**src/hw/isaPkg.sv**
```systemverilog
/*
 * isaPkg: instruction set of the test processor. Holds the instruction and
 * operand layout, the opcodes, arenas, addressing modes and data word types.
 */
package isaPkg;

  // --------------------------------------------------------------------------
  // widths that carry a meaning
  // --------------------------------------------------------------------------
  typedef logic signed [11:0] wordT;           // memory element
  typedef logic [7:0]         codeAddrT;       // code memory index
  typedef logic [3:0]         localAddrT;      // local memory index
  typedef logic [4:0]         heapAddrT;       // area * NArea + address

  typedef enum logic [7:0] {
    opAdd      = 8'd0,
    opSubtract = 8'd1,
    opMov      = 8'd2,
    opNot      = 8'd3,
    opOut      = 8'd4,
    opJmp      = 8'd5,
    opJEq      = 8'd6,
    opJNe      = 8'd7,
    opJLt      = 8'd8,
    opJGe      = 8'd9,
    opNop      = 8'd10                         // any other code also does nothing
  } opcodeT;

  typedef enum logic [1:0] {
    arenaNone  = 2'd0,
    arenaHeap  = 2'd1,
    arenaLocal = 2'd2
  } arenaT;

  typedef enum logic [1:0] {
    modeImmediate = 2'd0,
    modeDirect    = 2'd1,
    modeIndirect  = 2'd2
  } modeT;

  // --------------------------------------------------------------------------
  // instruction layout, 8 + 3 * 16 bits
  // --------------------------------------------------------------------------
  typedef struct packed {
    arenaT              arena;
    modeT               mode;
    logic [3:0]         area;                  // heap area number
    logic signed [7:0]  address;               // also immediate or jump offset
  } operandT;

  typedef struct packed {
    opcodeT  operator;
    operandT target;
    operandT source1;
    operandT source2;
  } instructionT;

  typedef struct packed {
    wordT     source1Value;
    wordT     source2Value;
    arenaT    targetArena;
    heapAddrT targetLocation;                  // local index in the low bits
  } resolvedT;

  typedef struct packed {
    logic     enable;
    arenaT    arena;
    heapAddrT location;
    wordT     value;
  } writeT;

endpackage

```
**src/hw/busPkg.sv**
```systemverilog
/*
 * busPkg: APB slave port of the test processor. Request and response
 * structs, register map, status word layout and the code write record.
 */
package busPkg;

  typedef struct packed {
    logic        psel;
    logic        penable;
    logic        pwrite;
    logic [7:0]  paddr;
    logic [31:0] pwdata;
  } apbReqT;

  typedef struct packed {
    logic [31:0] prdata;
    logic        pready;
    logic        pslverr;
  } apbRspT;

  // register map
  localparam logic [7:0] regCtrl     = 8'h00;  // bit 0 starts a run
  localparam logic [7:0] regStatus   = 8'h04;
  localparam logic [7:0] regCodeAddr = 8'h08;
  localparam logic [7:0] regCodeLo   = 8'h0C;  // instruction bits 31:0
  localparam logic [7:0] regCodeHi   = 8'h10;  // bits 55:32, commits the word
  localparam logic [7:0] regLength   = 8'h14;
  localparam logic [7:0] regOut      = 8'h18;  // read pops the out FIFO

  typedef struct packed {
    logic [15:0] reserved;
    logic [7:0]  count;                        // words waiting in the out FIFO
    logic [5:0]  spare;
    logic        finished;
    logic        running;
  } statusT;

  typedef struct packed {
    logic                enable;
    isaPkg::codeAddrT    address;
    isaPkg::instructionT instruction;
  } codeWriteT;

endpackage

```
**src/hw/apbRegs.sv**
```systemverilog
`timescale 1ns/1ps
/*
 * apbRegs: APB register block. Stages code words into code memory, holds
 * the program length, issues start and serves status and out reads.
 */
module apbRegs
  import isaPkg::*;
  import busPkg::*;
#(
  parameter int OutDepth = 4
) (
  input  logic                          clock,
  input  logic                          rstN,
  input  apbReqT                        apbReq,
  output apbRspT                        apbRsp,
  output codeWriteT                     codeWrite,
  output logic                          start,
  output codeAddrT                      length,
  input  logic                          running,
  input  logic                          finished,
  input  logic [$clog2(OutDepth+1)-1:0] outCount,
  input  wordT                          outHead,
  output logic                          outPop
);

  logic        access;
  logic        wrAccess;
  logic        rdAccess;
  logic        mapped;
  logic        lockedReg;                      // written only while idle
  logic        outEmpty;
  codeAddrT    codeIndex;
  logic [31:0] codeLo;
  statusT      status;

  assign access   = apbReq.psel & apbReq.penable;
  assign wrAccess = access & apbReq.pwrite;
  assign rdAccess = access & ~apbReq.pwrite;
  assign outEmpty = (outCount == '0);

  always_comb begin
    mapped    = 1'b1;
    lockedReg = 1'b0;
    case (apbReq.paddr)
      regCtrl, regCodeAddr, regCodeLo, regCodeHi, regLength: lockedReg = 1'b1;
      regStatus, regOut: ;
      default: mapped = 1'b0;
    endcase
  end

  // --------------------------------------------------------------------------
  // response, no wait states
  // --------------------------------------------------------------------------
  always_comb begin
    status          = '0;
    status.running  = running;
    status.finished = finished;
    status.count    = 8'(outCount);

    apbRsp.pready  = 1'b1;
    apbRsp.pslverr = access & (~mapped | (wrAccess & lockedReg & running) |
                     (rdAccess & (apbReq.paddr == regOut) & outEmpty));
    case (apbReq.paddr)
      regStatus:   apbRsp.prdata = status;
      regCodeAddr: apbRsp.prdata = 32'(codeIndex);
      regCodeLo:   apbRsp.prdata = codeLo;
      regLength:   apbRsp.prdata = 32'(length);
      regOut:      apbRsp.prdata = outEmpty ? '0 : 32'(outHead); // sign extended
      default:     apbRsp.prdata = '0;
    endcase
  end

  assign start  = wrAccess & (apbReq.paddr == regCtrl) & apbReq.pwdata[0] & ~running;
  assign outPop = rdAccess & (apbReq.paddr == regOut) & ~outEmpty;

  assign codeWrite.enable      = wrAccess & (apbReq.paddr == regCodeHi) & ~running;
  assign codeWrite.address     = codeIndex;
  assign codeWrite.instruction = instructionT'({apbReq.pwdata[23:0], codeLo});

  always_ff @(posedge clock or negedge rstN) begin
    if (!rstN) begin
      codeIndex <= '0;
      length    <= '0;
    end else if (wrAccess && !running) begin
      case (apbReq.paddr)
        regCodeAddr: codeIndex <= apbReq.pwdata[7:0];
        regCodeHi:   codeIndex <= codeIndex + 8'd1;  // next slot
        regLength:   length    <= apbReq.pwdata[7:0];
        default: ;
      endcase
    end
  end

  always_ff @(posedge clock) begin
    if (wrAccess && !running && apbReq.paddr == regCodeLo) begin
      codeLo <= apbReq.pwdata;                 // low half of the next word
    end
  end

endmodule

```
**src/hw/executeUnit.sv**
```systemverilog
`timescale 1ns/1ps
/*
 * executeUnit: combinational datapath. Turns resolved operands into a
 * memory write, a branch decision or an out push.
 */
module executeUnit
  import isaPkg::*;
(
  input  logic              running,
  input  logic              fire,
  input  instructionT       instruction,
  input  resolvedT          resolved,
  output writeT             write,
  output logic              branchTaken,
  output logic signed [7:0] branchOffset,
  output logic              outPush,
  output wordT              outValue
);

  logic go;
  logic doWrite;
  logic taken;
  logic doOut;
  wordT result;
  wordT a;
  wordT b;

  assign go = running & fire;
  assign a  = resolved.source1Value;
  assign b  = resolved.source2Value;

  always_comb begin
    result  = '0;
    doWrite = 1'b0;
    taken   = 1'b0;
    doOut   = 1'b0;
    case (instruction.operator)
      opAdd:      begin result = a + b; doWrite = 1'b1; end // 12 bit wrap
      opSubtract: begin result = a - b; doWrite = 1'b1; end
      opMov:      begin result = a;     doWrite = 1'b1; end
      opNot:      begin result = (a == '0) ? wordT'(1) : '0; doWrite = 1'b1; end
      opOut:      doOut = 1'b1;
      opJmp:      taken = 1'b1;
      opJEq:      taken = (a == b);
      opJNe:      taken = (a != b);
      opJLt:      taken = (a < b);             // signed compare
      opJGe:      taken = (a >= b);
      default: ;                               // everything else is a nop
    endcase
  end

  assign write.enable   = go & doWrite & (resolved.targetArena != arenaNone);
  assign write.arena    = resolved.targetArena;
  assign write.location = resolved.targetLocation;
  assign write.value    = result;

  assign branchTaken  = go & taken;
  assign branchOffset = instruction.target.address;
  assign outPush      = go & doOut;
  assign outValue     = a;

endmodule

```
**src/hw/operandMemory.sv**
```systemverilog
`timescale 1ns/1ps
/*
 * operandMemory: local and heap memories of the test processor. Resolves
 * the three operands of the current instruction and writes back results.
 */
module operandMemory
  import isaPkg::*;
#(
  parameter int NLocal  = 16,
  parameter int NArea   = 8,
  parameter int NArrays = 4
) (
  input  logic        clock,
  input  logic        rstN,
  input  logic        start,
  input  instructionT instruction,
  input  writeT       write,
  output resolvedT    resolved
);

  localparam int NHeap = NArea * NArrays;

  wordT localMem [NLocal];
  wordT heapMem  [NHeap];

  // --------------------------------------------------------------------------
  // operand resolution
  // --------------------------------------------------------------------------

  // location of a direct or indirect operand
  function automatic heapAddrT operandLocation(operandT op);
    logic [7:0] index;
    int         base;
    if (op.mode == modeIndirect) begin
      index = localMem[localAddrT'(op.address)][7:0]; // address held in local
    end else begin
      index = op.address;
    end
    if (op.arena == arenaHeap) begin
      base = int'(op.area) * NArea + int'(index);
    end else begin
      base = int'(index);
    end
    return heapAddrT'(base);
  endfunction

  function automatic wordT operandValue(operandT op);
    heapAddrT location;
    wordT     value;
    location = operandLocation(op);
    if (op.mode == modeImmediate) begin
      value = wordT'(op.address);              // sign extended constant
    end else begin
      case (op.arena)
        arenaHeap:  value = heapMem[location];
        arenaLocal: value = localMem[localAddrT'(location)];
        default:    value = '0;
      endcase
    end
    if (op.arena == arenaNone) begin
      value = '0;                              // unused operand
    end
    return value;
  endfunction

  always_comb begin
    resolved.source1Value   = operandValue(instruction.source1);
    resolved.source2Value   = operandValue(instruction.source2);
    resolved.targetArena    = instruction.target.arena;
    resolved.targetLocation = operandLocation(instruction.target);
  end

  // --------------------------------------------------------------------------
  // write back, both memories cleared at the start of a run
  // --------------------------------------------------------------------------
  always_ff @(posedge clock or negedge rstN) begin
    if (!rstN) begin
      for (int i = 0; i < NLocal; i++) begin
        localMem[i] <= '0;
      end
      for (int i = 0; i < NHeap; i++) begin
        heapMem[i] <= '0;
      end
    end else if (start) begin
      for (int i = 0; i < NLocal; i++) begin
        localMem[i] <= '0;
      end
      for (int i = 0; i < NHeap; i++) begin
        heapMem[i] <= '0;
      end
    end else if (write.enable) begin
      case (write.arena)
        arenaHeap:  heapMem[write.location] <= write.value;
        arenaLocal: localMem[localAddrT'(write.location)] <= write.value;
        default: ;
      endcase
    end
  end

endmodule

```
**src/hw/outChannel.sv**
```systemverilog
`timescale 1ns/1ps
/*
 * outChannel: FIFO of out values, read by the host through regOut.
 * Reports its fill count and full for back-pressure.
 */
module outChannel
  import isaPkg::*;
#(
  parameter int OutDepth = 4
) (
  input  logic                          clock,
  input  logic                          rstN,
  input  logic                          start,
  input  logic                          push,
  input  wordT                          value,
  input  logic                          pop,
  output logic [$clog2(OutDepth+1)-1:0] count,
  output wordT                          head,
  output logic                          full
);

  localparam int PtrW   = (OutDepth > 1) ? $clog2(OutDepth) : 1;
  localparam int CountW = $clog2(OutDepth + 1);

  wordT            fifo [OutDepth];
  logic [PtrW-1:0] wrPtr;
  logic [PtrW-1:0] rdPtr;
  logic            doPush;
  logic            doPop;

  function automatic logic [PtrW-1:0] bump(logic [PtrW-1:0] ptr);
    return (ptr == PtrW'(OutDepth - 1)) ? '0 : ptr + PtrW'(1);
  endfunction

  assign full   = (count == OutDepth);
  assign head   = fifo[rdPtr];
  assign doPush = push & ~full;
  assign doPop  = pop & (count != '0);

  always_ff @(posedge clock) begin
    if (doPush) fifo[wrPtr] <= value;
  end

  always_ff @(posedge clock or negedge rstN) begin
    if (!rstN) begin
      wrPtr <= '0;
      rdPtr <= '0;
      count <= '0;
    end else if (start) begin
      wrPtr <= '0;                             // new run, drop old values
      rdPtr <= '0;
      count <= '0;
    end else begin
      if (doPush) wrPtr <= bump(wrPtr);
      if (doPop) rdPtr <= bump(rdPtr);
      case ({doPush, doPop})
        2'b10:   count <= count + CountW'(1);
        2'b01:   count <= count - CountW'(1);
        default: ;
      endcase
    end
  end

endmodule

```
**src/hw/programSequencer.sv**
```systemverilog
`timescale 1ns/1ps
/*
 * programSequencer: code memory, instruction pointer and run control.
 * Executes one instruction per cycle and stalls out on a full FIFO.
 */
module programSequencer
  import isaPkg::*;
  import busPkg::*;
#(
  parameter int NInstructions = 64
) (
  input  logic              clock,
  input  logic              rstN,
  input  codeWriteT         codeWrite,
  input  logic              start,
  input  codeAddrT          length,
  input  logic              outFull,
  input  logic              branchTaken,
  input  logic signed [7:0] branchOffset,
  output instructionT       instruction,
  output logic              fire,
  output logic              running,
  output logic              finished
);

  localparam int IdxW = $clog2(NInstructions);

  typedef enum logic [1:0] {
    stIdle,
    stRun,
    stDone
  } stateT;

  stateT             state;
  instructionT       code [NInstructions];
  logic signed [9:0] ip;                       // room for jumps out of range
  logic signed [9:0] nextIp;
  logic              inRange;
  logic              stall;

  always_ff @(posedge clock) begin
    if (codeWrite.enable && codeWrite.address < NInstructions) begin
      code[codeWrite.address[IdxW-1:0]] <= codeWrite.instruction;
    end
  end

  // --------------------------------------------------------------------------
  // fetch and issue
  // --------------------------------------------------------------------------
  assign instruction = code[ip[IdxW-1:0]];
  assign inRange     = (ip >= 0) && (ip < $signed({2'b00, length})) &&
                       (ip < NInstructions);
  assign stall       = (instruction.operator == opOut) && outFull;
  assign fire        = running && inRange && !stall;
  assign nextIp      = branchTaken ? ip + 10'(branchOffset) : ip + 10'sd1;

  assign running  = (state == stRun);
  assign finished = (state == stDone);

  always_ff @(posedge clock or negedge rstN) begin
    if (!rstN) begin
      state <= stIdle;
      ip    <= '0;
    end else if (start) begin
      state <= stRun;
      ip    <= '0;
    end else begin
      case (state)
        stRun: begin
          if (!inRange) begin
            state <= stDone;                   // ip left the program
          end else if (fire) begin
            ip <= nextIp;
          end
        end
        default: ;                             // idle and done wait for start
      endcase
    end
  end

endmodule

```
**src/hw/testProcessor.sv**
```systemverilog
`timescale 1ns/1ps
/*
 * testProcessor: top level of the test program processor. Connects the
 * APB registers, sequencer, operand memory, execute unit and out FIFO.
 */
module testProcessor
  import isaPkg::*;
  import busPkg::*;
#(
  parameter int NInstructions = 64,
  parameter int NLocal        = 16,
  parameter int NArea         = 8,
  parameter int NArrays       = 4,             // heap of NArea * NArrays
  parameter int OutDepth      = 4
) (
  input  logic   clock,
  input  logic   rstN,
  input  apbReqT apbReq,
  output apbRspT apbRsp
);

  localparam int CountW = $clog2(OutDepth + 1);

  codeWriteT         codeWrite;
  logic              start;
  codeAddrT          length;
  logic              running;
  logic              finished;
  logic [CountW-1:0] outCount;
  wordT              outHead;
  logic              outPop;
  logic              outFull;
  instructionT       instruction;
  logic              fire;
  resolvedT          resolved;
  writeT             write;
  logic              branchTaken;
  logic signed [7:0] branchOffset;
  logic              outPush;
  wordT              outValue;

  apbRegs #(.OutDepth(OutDepth)) i_apbRegs (
    .clock, .rstN, .apbReq, .apbRsp, .codeWrite, .start, .length,
    .running, .finished, .outCount, .outHead, .outPop
  );

  programSequencer #(.NInstructions(NInstructions)) i_programSequencer (
    .clock, .rstN, .codeWrite, .start, .length, .outFull, .branchTaken,
    .branchOffset, .instruction, .fire, .running, .finished
  );

  operandMemory #(.NLocal(NLocal), .NArea(NArea), .NArrays(NArrays)) i_operandMemory (
    .clock, .rstN, .start, .instruction, .write, .resolved
  );

  executeUnit i_executeUnit (
    .running, .fire, .instruction, .resolved, .write, .branchTaken,
    .branchOffset, .outPush, .outValue
  );

  outChannel #(.OutDepth(OutDepth)) i_outChannel (
    .clock, .rstN, .start, .push(outPush), .value(outValue), .pop(outPop),
    .count(outCount), .head(outHead), .full(outFull)
  );

endmodule

```
**config.mk**
```make
export PLATFORM = sky130hd
export DESIGN_NAME = testProcessor
export DESIGN_NICKNAME = d
export VERILOG_FILES = /design/src/hw/isaPkg.sv /design/src/hw/busPkg.sv /design/src/hw/apbRegs.sv /design/src/hw/executeUnit.sv /design/src/hw/operandMemory.sv /design/src/hw/outChannel.sv /design/src/hw/programSequencer.sv /design/src/hw/testProcessor.sv
export SDC_FILE = /design/constraint.sdc
export NUM_CORES = 2
export LEC_CHECK = 0
export BUFFER_PORTS_ARGS = -buffer_cell sky130_fd_sc_hd__buf_2
export CAP_MARGIN = 20
export CORE_ASPECT_RATIO = 2
export CORE_MARGIN = 2
export CORE_UTILIZATION = 68
export DETAILED_ROUTE_END_ITERATION = 8
export GPL_TIMING_DRIVEN = 0
export PLACE_DENSITY = 0.95
export SKIP_CTS_REPAIR_TIMING = 1
export SYNTH_ARGS = -nofsm -noshare
export SYNTH_HDL_FRONTEND = slang
export SYNTH_SLANG_ARGS = --single-unit
```
**constraint.sdc**
```tcl
create_clock -name clock -period 18.5 [get_ports clock]
set_input_delay 1.85 -clock clock [delete_from_list [all_inputs] [get_ports clock]]
set_output_delay 1.85 -clock clock [all_outputs]
set_load 0.02 [all_outputs]
```
==> results of run 1 <==
-- per-layer routing --
layer | track usage, % | overflow
met5 | 67.47 | 126
met4 | 95.71 | 2374
met3 | 84.66 | 1024
met2 | 106.3 | 5212
met1 | 91.29 | 999
-- kinds of logic after synthesis --
logic type	Yosys count
flip-flops	3891
AND/OR/NAND/NOR	2004
multiplexers	1466
AO/OA/AOI/OAI	1365
buffers and inverters	875
adder cells (fa/ha/maj)	58
XOR/XNOR	26
other	1
-- per-stage QoR --
step | utilization, % | cell area, um^2 | setup WS (ns)
2_1_floorplan | - | 163700 | 6.095
3_3_place_gp | 70.22 | 168000 | -3.699
3_5_place_dp | 73.37 | 175600 | -4.806
4_1_cts | 77.88 | 186400 | -5.960
-- Yosys cell counts (16+ instances only) --
cell / n / area (um^2)
sky130_fd_sc_hd__o21ai_1: 19 / 95.09
sky130_fd_sc_hd__or2_2: 36 / 225.2
sky130_fd_sc_hd__a22oi_1: 59 / 442.9
sky130_fd_sc_hd__and3_1: 36 / 225.2
sky130_fd_sc_hd__nand4_1: 79 / 494.2
sky130_fd_sc_hd__nor2_1: 246 / 923.4
sky130_fd_sc_hd__a32oi_1: 46 / 402.9
sky130_fd_sc_hd__nor3_1: 31 / 155.2
sky130_fd_sc_hd__and2_1: 22 / 137.6
sky130_fd_sc_hd__buf_2: 173 / 865.8
sky130_fd_sc_hd__mux2_2: 131 / 1475
sky130_fd_sc_hd__nand3_1: 747 / 3739
sky130_fd_sc_hd__o211ai_1: 46 / 345.3
sky130_fd_sc_hd__o21ai_0: 628 / 3143
sky130_fd_sc_hd__buf_4: 74 / 555.5
sky130_fd_sc_hd__o221ai_1: 75 / 656.9
sky130_fd_sc_hd__a221oi_1: 19 / 166.4
sky130_fd_sc_hd__mux2i_1: 396 / 3964
sky130_fd_sc_hd__nor4_1: 81 / 506.7
sky130_fd_sc_hd__mux4_2: 936 / 21080
sky130_fd_sc_hd__nand3b_1: 43 / 322.8
sky130_fd_sc_hd__buf_1: 83 / 311.6
sky130_fd_sc_hd__a21o_1: 40 / 300.3
sky130_fd_sc_hd__inv_1: 119 / 446.7
sky130_fd_sc_hd__nand2_1: 547 / 2053
sky130_fd_sc_hd__a31oi_1: 17 / 106.4
sky130_fd_sc_hd__buf_6: 31 / 349.1
sky130_fd_sc_hd__nor2b_1: 76 / 475.5
sky130_fd_sc_hd__o22ai_1: 31 / 193.9
sky130_fd_sc_hd__clkbuf_1: 384 / 1441
sky130_fd_sc_hd__xnor2_1: 16 / 140.1
sky130_fd_sc_hd__ha_1: 54 / 675.7
sky130_fd_sc_hd__edfxtp_1: 3280 / 98490
sky130_fd_sc_hd__a211oi_1: 96 / 720.7
sky130_fd_sc_hd__dfrtp_1: 611 / 15290
sky130_fd_sc_hd__nand2b_1: 20 / 125.1
sky130_fd_sc_hd__a2111oi_0: 18 / 157.7
sky130_fd_sc_hd__a21oi_1: 151 / 755.7
==> results.txt, run 1 <==
The most used flip-flop cell after synthesis is sky130_fd_sc_hd__edfxtp_1. Progress stopped at 5_1_grt. The pin count of the biggest net entering global routing came out at 116. During synthesis, Yosys emitted a total of 0 warnings. The H-tree was split into 5 levels. Summing every instance area after synthesis gives 163700 um^2. The starting density of the core came out at 68.39%. The tree is rooted in a sky130_fd_sc_hd__clkbuf_16. The synthesized net count came out at 9789. The horizontal die dimension is 350.9 um. The wire length of the first global-routing pass came out at 1570 mm. The multiplexer fraction of the synthesized cell area is 16.25%.

In the synthesized netlist the async set-or-reset flop fraction comes to 15.70%. Detailed placement ended at an HPWL of 619.0 mm. In this run, synthesis inferred 3280 flip-flops with an integrated enable. The total placed cells including tap cells came out at 13300.

Summing the areas of all compound-gate instances in the mapped netlist gives 5.235% of the synthesized area. The total global-route track usage came out at 94.26%. The flip-flop and latch count after synthesis came out at 3891. The first error in the log reads "[ERROR GRT-0116] Global routing finished with congestion. Check the congestion regions in the DRC Viewer". After global routing the overflow that remains totals 9735.

The run stopped with a tool error. The post-synthesis area per instance came out at 16.90 um^2. The area share of xor/xnor cells in the synthesized design came out at 0.1391%. The part of the Yosys area used for sequential elements came out at 69.52%. In this run the core area contains 254 standard-cell rows.

The longest clock path from root to sink contains 4 buffers. Synthesis produced a netlist whose cell count is 9686. The number of distinct library cell variants in the gate-level netlist after synthesis is 94.

The vertical die dimension is 697.8 um. The placer congestion estimate is 1.265. The TritonCTS buffer count came out at 326. In this run the count of I/O pins placed on the die edge is 79. The clock net sink count came out at 3891. The via count of the first global-routing pass came out at 156100. By area, the combinational part of the netlist is dominated by multiplexers. The number of buffer cells added on primary ports came out at 76. The synthesized netlist devotes 0.4618% of its cell area to adder and majority cells. The simple-gate share of the synthesized area is 5.919%.
==> run 2, diff against run 1 <==
--- a/config.mk
+++ b/config.mk
@@ -7,12 +7,11 @@
 export LEC_CHECK = 0
 export BUFFER_PORTS_ARGS = -buffer_cell sky130_fd_sc_hd__buf_2
 export CAP_MARGIN = 20
-export CORE_ASPECT_RATIO = 2
 export CORE_MARGIN = 2
-export CORE_UTILIZATION = 68
+export CORE_UTILIZATION = 40
 export DETAILED_ROUTE_END_ITERATION = 8
 export GPL_TIMING_DRIVEN = 0
-export PLACE_DENSITY = 0.95
+export PLACE_DENSITY_LB_ADDON = 0.15
 export SKIP_CTS_REPAIR_TIMING = 1
 export SYNTH_ARGS = -nofsm -noshare
 export SYNTH_HDL_FRONTEND = slang
==> results.txt, run 2 <==
The number of nets with antenna violations after routing is 0. The via count of the first global-routing pass is 102000. The pin count of the biggest net entering global routing came out at 106. The number of hold violations in the final report came to 0.

The area of placed instances is 179900 um^2. The level count of the clock H-tree came out at 5. The critical setup path kind is flip-flop to flip-flop. The data arrival time of the critical path came out at 19.05 ns. After global routing the overflow that remains totals 0. The tree built by TritonCTS fans out to 3891 sinks. After legalization and detailed placement, the total HPWL measured 508.1 mm. The post-synthesis instance area is 163700 um^2. In the routed layout, each cell is associated on average with a via count of 6.448. The core outline area is 406700 um^2.

The synthesized net count came out at 9789. The top cell type by total area after synthesis is sky130_fd_sc_hd__edfxtp_1. The clock passes through at most 4 buffers. The horizontal die dimension came out at 643.7 um. The violation count after the first detailed-routing iteration is 15780. The area growth from synthesis to layout is 18.31%. The startpoint class of the critical path is a flip-flop.

The delay of the slowest critical-path stage came out at 0.88 ns. VDD sags by at most 0.00008488 V. The DRC violation count after routing came out at 0.

For this design the static power due to leakage is 67.09 nW. The cell internal power dissipation came out at 0.01435 W. The area fraction of the dominant cell type after synthesis came out at 60.18%.

The flow ran to the end, and the final reports show no timing, DRC or antenna violations. The wire length of the first global-routing pass is 942.2 mm. The number of distinct library cell variants in the gate-level netlist after synthesis is 94. Dividing the final minimum period by the clock period gives 98.23%. Across the run, the number of max-cap violations was 0. In this run, synthesis produced a sequential element count of 3891.

The clock transition time at the flip-flop clock pins of the worst setup and hold paths came out at 0.06 ns. The final cell utilization of the core came out at 47.61%. The clock period minus final worst setup slack came out at 18.17 ns.

The most prevalent standard cell on the critical path is sky130_fd_sc_hd__clkbuf_1. The library cell used most frequently in the layout, excluding fill and tap cells, is sky130_fd_sc_hd__edfxtp_1. The placer congestion estimate is 1.024. The worst clock skew came out at 0.1242 ns.

Among all stages on the critical path, the largest delay is contributed by sky130_fd_sc_hd__a221oi_4. In this run, flip-flops and latches consume 50.7% of the power. The worst hold path depth is 1.

The TritonCTS buffer count came out at 416. The logic depth of the worst register-to-register path is 45. The routed length per instance came out at 43.40 um. In the synthesized netlist the dominant register cell turns out to be sky130_fd_sc_hd__edfxtp_1. The root buffer cell chosen for the clock tree is sky130_fd_sc_hd__clkbuf_16. In the layout the commonest cells are sky130_fd_sc_hd__edfxtp_1, sky130_fd_sc_hd__mux4_2, sky130_fd_sc_hd__nand3_1. The critical path data required time came out at 19.37 ns. The vertical die dimension came out at 643.7 um. The synthesized instance count came out at 9686. STA classifies the critical path endpoint as a flip-flop. The power per cell area came out at 96.64 nW/um^2. Combinational cells account for 5.3% of the total power. The switching share of power is 23.32%. The critical-path maximum fanout came out at 28. The share of total power in the clock network is 44.0%. The cell area after layout came out at 193600 um^2.

The fraction of registers with async set or reset after synthesis came out at 15.70%. The number of warnings printed during yosys synthesis came out at 0. For this run, the top clock speed supported by timing is 55.03 MHz. The min-delay analysis places its worst path in the category flip-flop to flip-flop. A synthesized cell averages 16.90 um^2. The worst relative slew slack is 10.23%. The number of core rows is 234. The worst register-to-register path has a setup slack of 0.33 ns. The fraction of final layout cells with drive strength greater than 1 is 23.65%. The overall via count from detail_route is 105800.

After detailed routing, the total wire length is 711.8 mm. The part of the Yosys area used for sequential elements came out at 69.52%. The initial antenna violation count is 46. The TritonCTS clock tree is yes. The number of ports placed on the die boundary is 79.

Yosys attributes the largest share of cell area to sky130_fd_sc_hd__edfxtp_1, sky130_fd_sc_hd__mux4_2, sky130_fd_sc_hd__dfrtp_1. Ranked by instance count, the synthesized netlist is headed by sky130_fd_sc_hd__edfxtp_1, sky130_fd_sc_hd__mux4_2, sky130_fd_sc_hd__nand3_1. The initial utilization of the core area, before any placement, comes to 40.24%.

The number of buffer cells added on primary ports came out at 76. The switching power came out at 0.004364 W. The slew at the pin closest to its max-slew limit is 1.347 ns.

Across every metal layer, demand over resource in global routing totals 33.92%. The number of flip-flops under the largest register name came out at 3200. The layout has 34090 filler cells. The number of synthesized flops with an enable pin is 3280. The number of nets at the end of the flow came out at 10710.

The full die area came out at 414300 um^2. Setup violations remaining at the end of the flow were counted as 0. The number of slew-limit violations in the final report is 0. Setup repair after global routing left no endpoint under its margin.

The latest clock arrival within the worst-skew pair came out at 1.05 ns. The iteration count of the initial detailed-routing pass is 7. In the post-synthesis netlist, the cell with the most instances is sky130_fd_sc_hd__edfxtp_1.
==> run 2: logic make-up after synthesis <==
logic type | after synthesis | synth area share, %
adders and majority gates | 58 | 0.4618
other | 1 | 0.002291
and+or+nand+nor | 2004 | 5.919
buffers and inverters | 875 | 2.470
xor gates and xnor gates | 26 | 0.1391
muxes | 1466 | 16.25
DFF | 3891 | 69.52
AOI/OAI and AO/OA | 1365 | 5.235
==> run 2: power groups by stage <==
| stage | sequential, W | combinational (W) | clock, W |
|---|---|---|---|
| final | 0.00950 | 0.000986 | 0.00823 |
| after global routing | 0.00949 | 0.000999 | 0.00864 |
| after CTS | 0.00950 | 0.000939 | 0.00831 |
| after detailed placement | 0.00968 | 0.000936 | 0 |
| after global placement | 0.00968 | 0.000896 | 0 |
| after floorplan | 0.00966 | 0.000432 | 0 |
==> run 2: stage by stage <==
| stage | hold slack, ns | TNS (ns) | std cells | setup WS [ns] | power [W] |
|---|---|---|---|---|---|
| after floorplan | 0.4569 | 0 | 9686 | 6.095 | 0.01009 |
| after global placement | 0.4750 | -1244.97 | 15190 | -3.795 | 0.01057 |
| after detailed placement | 0.4756 | -888.54 | 15590 | -3.281 | 0.01061 |
| after CTS | 0.5037 | -949.33 | 16350 | -3.386 | 0.01874 |
| after global routing | 0.5137 | 0 | 16380 | 0.001599 | 0.01913 |
| final | 0.5006 | 0 | 16400 | 0.3274 | 0.01871 |
==> run 2: layout make-up <==
class / count / area [um^2] / area share [%]
Antenna cell: 34 / 85.08 / 0.04394
Buffer: 743 / 3586 / 1.852
Clock buffer: 546 / 11210 / 5.791
Clock inverter: 210 / 1977 / 1.021
Inverter: 127 / 476.7 / 0.2462
Multi-Input combinational cell: 4920 / 46440 / 23.98
Sequential cell: 3891 / 113800 / 58.77
Tap cell: 5428 / 6792 / 3.508
Timing Repair Buffer: 504 / 9273 / 4.789
==> run 2: metal layers <==
layer	up-vias	wire [um]	global-route usage (%)
met3	1771	63550	6.935
met5	-	126	0
met1	56640	264800	43.24
li1	40770	-	-
met4	22	53260	21.11
met2	6563	330100	53.37
==> run 2: critical path, delay by kind of cell, from the launching register on <==
kind	cells	cell delay (ns)
buf+inv	15	7.98
simple gates	11	3.53
compound gates	13	3.49
fa+ha+maj	3	1.10
mux	2	1.02
flops	1	0.52
xor+xnor	1	0.16
==> run 2: final timing paths <==
kind | start | end
worst max-delay path | i_programSequencer.ip[2]$_DFFE_PN0P_ | i_programSequencer.ip[9]$_DFFE_PN0P_
worst min-delay path | i_programSequencer.ip[9]$_DFFE_PN0P_ | i_programSequencer.ip[9]$_DFFE_PN0P_
worst max register to register | i_programSequencer.ip[2]$_DFFE_PN0P_ | i_programSequencer.ip[9]$_DFFE_PN0P_
worst min register to register | i_programSequencer.ip[9]$_DFFE_PN0P_ | i_programSequencer.ip[9]$_DFFE_PN0P_
max in group asynchronous | rstN | i_operandMemory.localMem[178]$_DFFE_PN0P_
min in group asynchronous | rstN | i_operandMemory.heapMem[137]$_DFFE_PN0P_
(Power assumes the default switching activity.)
